<file path="config.mk">
export PLATFORM = sky130hd
export DESIGN_NAME = wb_top
export DESIGN_NICKNAME = d
export VERILOG_FILES = /design/src/hdl/wb_pkg.sv /design/src/hdl/wb_queue.sv /design/src/hdl/wb_axi_writer.sv /design/src/hdl/wb_top.sv
export SDC_FILE = /design/constraint.sdc
export NUM_CORES = 2
export LEC_CHECK = 0
export ABC_AREA = 0
export BUFFER_PORTS_ARGS = -buffer_cell sky130_fd_sc_hd__buf_2
export CORE_ASPECT_RATIO = 1.2
export CORE_MARGIN = 1
export CORE_UTILIZATION = 60
export CTS_CLUSTER_SIZE = 20
export DETAILED_ROUTE_END_ITERATION = 10
export PLACE_DENSITY_LB_ADDON = 0.05
export SKIP_CTS_REPAIR_TIMING = 1
export SYNTH_ARGS = -nofsm -noshare
export SYNTH_HDL_FRONTEND = slang
export SYNTH_SLANG_ARGS = --single-unit
</file>
<file path="constraint.sdc">
create_clock -name clk -period 11.6 [get_ports clk]
set_input_delay 0.58 -clock clk [delete_from_list [all_inputs] [get_ports clk]]
set_output_delay 0.58 -clock clk [all_outputs]
set_load 0.05 [all_outputs]
</file>
<file path="src/hdl/wb_pkg.sv">
`default_nettype none

package wb_pkg;

    ////////////////////
    // widths
    ////////////////////

    // line address, byte granular
    localparam int ADDR_W = 32;

    // one bus beat
    localparam int BEAT_W = 32;

    // beats per cache line, burst is always this long
    localparam int BEATS = 4;

    localparam int LINE_W = BEATS * BEAT_W;

    ////////////////////
    // queue sizing
    ////////////////////

    localparam int WB_DEPTH = 4;

    // index into the entry array
    localparam int PTR_W = 2;

    ////////////////////
    // writer states
    ////////////////////

    typedef enum logic [1:0] {
        W_IDLE,
        W_ADDR,
        W_DATA,
        W_RESP
    } wr_state_t;

endpackage

`default_nettype wire

</file>
<file path="src/hdl/wb_queue.sv">
`timescale 1ns/100ps
`default_nettype none

module wb_queue (
    input  wire                          clk,
    input  wire                          rstn,

    // cache side push
    input  wire                          in_valid,
    output logic                         in_ready,
    input  wire [wb_pkg::ADDR_W-1:0]     in_addr,
    input  wire [wb_pkg::LINE_W-1:0]     in_data,

    // oldest entry, towards the writer
    output logic                         head_valid,
    output logic [wb_pkg::ADDR_W-1:0]    head_addr,
    output logic [wb_pkg::LINE_W-1:0]    head_data,
    input  wire                          head_done,

    // address search
    input  wire [wb_pkg::ADDR_W-1:0]     query_addr,
    output logic                         query_hit,
    output logic [wb_pkg::LINE_W-1:0]    query_data
);

    ////////////////////
    // storage
    ////////////////////

    logic [wb_pkg::ADDR_W-1:0] addr_mem [wb_pkg::WB_DEPTH];
    logic [wb_pkg::LINE_W-1:0] data_mem [wb_pkg::WB_DEPTH];

    logic [wb_pkg::PTR_W-1:0]  head_ptr;
    logic [wb_pkg::PTR_W-1:0]  tail_ptr;

    // one bit wider than the index so full and empty differ
    logic [wb_pkg::PTR_W:0]    count;

    logic                      push;
    logic                      pop;

    // search scratch
    logic [wb_pkg::PTR_W-1:0]  slot;
    logic [wb_pkg::PTR_W:0]    age;

    assign in_ready   = (count < (wb_pkg::PTR_W + 1)'(wb_pkg::WB_DEPTH));
    assign head_valid = (count != '0);

    assign push = in_valid && in_ready;

    // the entry only leaves once its write response is back
    assign pop = head_done && head_valid;

    assign head_addr = addr_mem[head_ptr];
    assign head_data = data_mem[head_ptr];

    ////////////////////
    // pointers
    ////////////////////

    always_ff @(posedge clk or negedge rstn) begin
        if (!rstn) begin
            head_ptr <= '0;
            tail_ptr <= '0;
            count    <= '0;
        end else begin
            if (push) begin
                tail_ptr <= tail_ptr + 1'b1;
            end
            if (pop) begin
                head_ptr <= head_ptr + 1'b1;
            end
            case ({push, pop})
                2'b10:   count <= count + 1'b1;
                2'b01:   count <= count - 1'b1;
                default: count <= count;
            endcase
        end
    end

    // payload write, slot at tail is free whenever in_ready is high
    always_ff @(posedge clk) begin
        if (push) begin
            addr_mem[tail_ptr] <= in_addr;
            data_mem[tail_ptr] <= in_data;
        end
    end

    ////////////////////
    // search
    ////////////////////

    // walk from oldest to newest, a later match overrides,
    // so the entry closest to the tail wins
    always_comb begin
        query_hit  = 1'b0;
        query_data = '0;
        slot       = head_ptr;
        age        = '0;
        for (int i = 0; i < wb_pkg::WB_DEPTH; i++) begin
            slot = head_ptr + wb_pkg::PTR_W'(i);
            age  = (wb_pkg::PTR_W + 1)'(i);
            // empty slots are skipped
            if ((age < count) && (addr_mem[slot] == query_addr)) begin
                query_hit  = 1'b1;
                query_data = data_mem[slot];
            end
        end
    end

endmodule

`default_nettype wire

</file>
<file path="src/hdl/wb_axi_writer.sv">
`timescale 1ns/100ps
`default_nettype none

module wb_axi_writer (
    input  wire                          clk,
    input  wire                          rstn,

    // oldest queue entry
    input  wire                          head_valid,
    input  wire [wb_pkg::ADDR_W-1:0]     head_addr,
    input  wire [wb_pkg::LINE_W-1:0]     head_data,
    output logic                         head_done,

    // write address channel
    output logic                         aw_valid,
    input  wire                          aw_ready,
    output logic [wb_pkg::ADDR_W-1:0]    aw_addr,

    // write data channel
    output logic                         w_valid,
    input  wire                          w_ready,
    output logic [wb_pkg::BEAT_W-1:0]    w_data,
    output logic                         w_last,

    // write response channel
    input  wire                          b_valid,
    output logic                         b_ready
);

    wb_pkg::wr_state_t state;
    wb_pkg::wr_state_t state_nxt;

    logic [1:0] beat_cnt;
    logic       last_beat;

    assign last_beat = (beat_cnt == 2'(wb_pkg::BEATS - 1));

    ////////////////////
    // state machine
    ////////////////////

    always_ff @(posedge clk or negedge rstn) begin
        if (!rstn) begin
            state <= wb_pkg::W_IDLE;
        end else begin
            state <= state_nxt;
        end
    end

    always_comb begin
        state_nxt = state;
        case (state)
            wb_pkg::W_IDLE: begin
                if (head_valid) begin
                    state_nxt = wb_pkg::W_ADDR;
                end
            end
            wb_pkg::W_ADDR: begin
                if (aw_ready) begin
                    state_nxt = wb_pkg::W_DATA;
                end
            end
            wb_pkg::W_DATA: begin
                if (w_ready && last_beat) begin
                    state_nxt = wb_pkg::W_RESP;
                end
            end
            wb_pkg::W_RESP: begin
                if (b_valid) begin
                    state_nxt = wb_pkg::W_IDLE;
                end
            end
            default: state_nxt = wb_pkg::W_IDLE;
        endcase
    end

    // beat index within the burst
    always_ff @(posedge clk or negedge rstn) begin
        if (!rstn) begin
            beat_cnt <= '0;
        end else if (state != wb_pkg::W_DATA) begin
            beat_cnt <= '0;
        end else if (w_ready) begin
            beat_cnt <= beat_cnt + 1'b1;
        end
    end

    ////////////////////
    // bus outputs
    ////////////////////

    always_comb begin
        aw_valid  = 1'b0;
        aw_addr   = '0;
        w_valid   = 1'b0;
        w_data    = '0;
        w_last    = 1'b0;
        b_ready   = 1'b0;
        head_done = 1'b0;
        case (state)
            wb_pkg::W_ADDR: begin
                aw_valid = 1'b1;
                aw_addr  = head_addr;
            end
            wb_pkg::W_DATA: begin
                w_valid = 1'b1;
                // lowest word goes first
                w_data  = head_data[beat_cnt * wb_pkg::BEAT_W +: wb_pkg::BEAT_W];
                w_last  = last_beat;
            end
            wb_pkg::W_RESP: begin
                b_ready   = 1'b1;
                head_done = b_valid;
            end
            default: ;
        endcase
    end

endmodule

`default_nettype wire

</file>
<file path="src/hdl/wb_top.sv">
`timescale 1ns/100ps
`default_nettype none

module wb_top (
    input  wire                          clk,
    input  wire                          rstn,

    // cache side
    input  wire                          in_valid,
    output logic                         in_ready,
    input  wire [wb_pkg::ADDR_W-1:0]     in_addr,
    input  wire [wb_pkg::LINE_W-1:0]     in_data,
    input  wire [wb_pkg::ADDR_W-1:0]     query_addr,
    output logic                         query_hit,
    output logic [wb_pkg::LINE_W-1:0]    query_data,

    // memory side
    output logic                         aw_valid,
    input  wire                          aw_ready,
    output logic [wb_pkg::ADDR_W-1:0]    aw_addr,
    output logic                         w_valid,
    input  wire                          w_ready,
    output logic [wb_pkg::BEAT_W-1:0]    w_data,
    output logic                         w_last,
    input  wire                          b_valid,
    output logic                         b_ready
);

    // queue head towards the writer
    logic                      head_valid;
    logic [wb_pkg::ADDR_W-1:0] head_addr;
    logic [wb_pkg::LINE_W-1:0] head_data;
    logic                      head_done;

    wb_queue i_wb_queue (
        .clk        (clk),
        .rstn       (rstn),
        .in_valid   (in_valid),
        .in_ready   (in_ready),
        .in_addr    (in_addr),
        .in_data    (in_data),
        .head_valid (head_valid),
        .head_addr  (head_addr),
        .head_data  (head_data),
        .head_done  (head_done),
        .query_addr (query_addr),
        .query_hit  (query_hit),
        .query_data (query_data)
    );

    wb_axi_writer i_wb_axi_writer (
        .clk        (clk),
        .rstn       (rstn),
        .head_valid (head_valid),
        .head_addr  (head_addr),
        .head_data  (head_data),
        .head_done  (head_done),
        .aw_valid   (aw_valid),
        .aw_ready   (aw_ready),
        .aw_addr    (aw_addr),
        .w_valid    (w_valid),
        .w_ready    (w_ready),
        .w_data     (w_data),
        .w_last     (w_last),
        .b_valid    (b_valid),
        .b_ready    (b_ready)
    );

endmodule

`default_nettype wire

</file>
==> impl_metrics.tcl <==
set metrics [dict create \
    placementRows 106 \
    finalCritPeriodShare 0.649 \
    grt_first_pass_wirelength_mm 186 \
    finalInstanceArea_um2 47000 \
    r2r_end "i_wb_queue.data_mem[0][73]" \
    ys_async_sr_fraction 0.0169 \
    post_synth_most_frequent_cells "edfxtp_1 (640), mux2i_1 (440), nand2_1 (274)" \
    pin_count_of_the_biggest_net_entering_global_routing 259 \
    worst-slew-pin-transition_ps 1480 \
    vias 32423 \
    critPathLaunch "i_wb_queue.head_ptr[1]" \
    timing.reg2reg.setup_slack_ps 7560 \
    wl_per_cell_um 24.9 \
    synth.largest_area_cell "edfxtp_1" \
    synth-seq-area-share 0.459 \
    cts-htree-levels 3 \
    total_leakage_power_nw 18.1 \
    dp_hpwl_mm 80.8 \
    routed_via_density 6.52 \
    setup_repair_after_global_routing_missed_its_margin "no" \
    synth_compound_gate_area_share 0.142 \
    outcome "finished, final reports clean" \
    slew_viol_final 0 \
    postSynthNetCount 4029 \
    worstSkewPairLatency_ps 620 \
    grt_pass1_vias 30926 \
    multiInputGateArea_um2 21200 \
    synth.mux.area_fraction 0.189 \
    detail_route.iter0.violations 2890 \
    timing.critical_path.fanout_max 175 \
    setup_total_negative_slack_ps 0 \
    grt_util_overall 0.340 \
    setup_crit_start_kind "flip-flop" \
    gp_routability_congestion 0.990 \
    yosys_most_used_dff "edfxtp_1" \
    fraction_of_synthesized_cell_area_taken_by_the_top_area_cell_type 0.452 \
    ys_warn_count 0 \
    yosys_register_bits 651 \
    holdPathStages 1 \
    detail_route.drc_violations 0 \
    ant_nets 0 \
    cts_tree "done" \
    clock_path_buffers 3 \
    fillerInstances 5356 \
    globalRouteOverflowTotal 0 \
    worstSetupEndpointType "output pin" \
    drt-pass1-iter-count 7 \
    clock_sink_count 651 \
    cts-root-buf "clkbuf_16" \
    hold_class "in2reg" \
    cts-buffers-inserted 72 \
    totalPowerFinal_w 0.0113 \
    fp.coreArea_um2 69900 \
    synth-simple-area-share 0.143 \
    register_area_um2 19500 \
    timing.critical_path.required_ps 11020 \
    max-slew-margin-rel 0.0146 \
    synth_xor_area_frac 0.0206 \
    ff2ff_path_depth 4 \
    setup_viol 0 \
    yosys.cell_types.count 69 \
    drt_wl_total_mm 124 \
    cts.clk_slew.worst_paths_ps 60 \
    finish.net_count 4190 \
    post_syn_area_per_cell_um2 11.1 \
    timing_hold_violations_final 0 \
    worstHoldStart "in_addr[21]" \
    r2r_start "i_wb_queue.count[2]" \
    hold-path-endpoint "i_wb_queue.addr_mem[1][21]" \
    floorplan.initialDensity 0.608 \
    dieArea_um2 71900 \
    dieWidth_um 245 \
    synth_to_final_area_change_pct 10.7 \
    clock_skew_ps 12.7 \
    cell_with_the_most_instances_after_synthesis "edfxtp_1" \
    synth_top_family_by_area "multiplexers" \
    cap_violations 0 \
    io_buffer_count 395 \
    timing.critical_path.arrival_ps 6950 \
    fmax_mhz 133 \
    critical_path_class "reg2out" \
    num_io_pins 396 \
    max-vdd-ir-drop_mv 0.248 \
    synth_edf_count 640 \
    die_height_um 294 \
    drive_above_1_share 0.212 \
    initial_antenna_violation_count 35 \
    adder_and_majority_cell_fraction_of_the_synthesized_area 0.00442 \
    worst_hold_slack_ps 163 \
    syn_inst 3816 \
    period_minus_slack_ps 7530 \
    place_area_um2 44400 \
    synth.top_cells.by_area "edfxtp_1 (45%), mux2i_1 (10%), mux4_2 (4.3%)" \
    powerDensity_nw_per_um2 240 \
    synthesis.area_um2 42500 \
]
-- worst max-delay path by stage --
stage,to,slack (ps),depth (start not counted)
CTS,query_data[98],4420,9
global route,query_data[35],3940,9
global placement,query_data[34],5180,11
detailed placement,query_data[98],5100,9
floorplan,i_wb_queue.addr_mem[0][0],6450,3
finish,query_data[41],4070,9
-- worst max-delay path: stages, from the launching register on --
cell	delay [ps]
dfrtp_4	750
buf_12	780
mux4_2	630
xnor2_1	310
nand4_1	190
nor4_1	950
o2111a_4	810
buf_4	890
mux2_2	480
buf_2	230
-- registers in the layout, indices dropped and copies added, names as in the netlist --
name                      flops
i_wb_queue.tail_ptr           2
i_wb_axi_writer.beat_cnt      2
i_wb_queue.head_ptr           2
i_wb_queue.data_mem         512
i_wb_axi_writer.state         2
i_wb_queue.count              3
i_wb_queue.addr_mem         128
-- per-stage QoR --
stage | setup slack (ps) | std cells | utilization
6_report | 4070 | 4976 | 0.673
5_1_grt | 3940 | 4969 | 0.673
4_1_cts | 4420 | 4953 | 0.672
3_5_place_dp | 5100 | 4820 | 0.636
3_3_place_gp | 5180 | 4820 | 0.636
2_1_floorplan | 6450 | 3816 | -
-- routing by layer --
| layer | vias to the layer above | track usage | routed length [um] |
|---|---|---|---|
| met4 | 32 | 0.207 | 7430 |
| met1 | 15788 | 0.429 | 48100 |
| met3 | 308 | 0.0630 | 10500 |
| met2 | 1425 | 0.544 | 57900 |
| li1 | 14870 | - | - |
| met5 | - | 0 | 207 |
-- cells by family after synthesis --
kind of cell,after synthesis
buf+inv,409
simple gates,1172
fa+ha+maj,15
flops,651
mux,679
xor+xnor,100
compound gates,790
-- power by group --
part | switching [W] | total [W] | internal, W
registers | 0.000196 | 0.00312 | 0.00292
clock network | 0.000949 | 0.00244 | 0.00149
logic | 0.00364 | 0.00573 | 0.00209
total | 0.00479 | 0.0113 | 0.00650
-- cell usage in the layout (no fill, tap or decap), types with 35 or more instances in the layout --
cell / synthesis / layout
a211oi_1: 80 / 80
inv_1: 59 / 58
o31a_1: 92 / 92
nor2b_1: 256 / 256
nor3_1: 164 / 164
mux2i_1: 440 / 440
o41ai_1: 75 / 75
and3_1: 93 / 93
xnor2_1: 81 / 80
mux2_2: 157 / 157
a21oi_1: 78 / 78
mux4_2: 81 / 81
nor2_1: 155 / 155
o21ai_0: 145 / 145
clkbuf_16: 0 / 77
o21a_1: 68 / 68
and2_1: 128 / 124
o32ai_1: 38 / 38
nand2b_1: 57 / 57
edfxtp_1: 640 / 640
buf_2: 94 / 395
a211o_1: 35 / 35
nand2_1: 274 / 274
-- area by class of cell --
class,instances,area share
Multi-Input combinational cell,2756,0.451
Sequential cell,651,0.415
Timing Repair Buffer,435,0.0498
Clock buffer,92,0.0426
Tap cell,918,0.0244
Clock inverter,41,0.0109
Inverter,61,0.00503
Antenna cell,22,0.00117
Note: power is estimated with default switching activity, not from simulation.
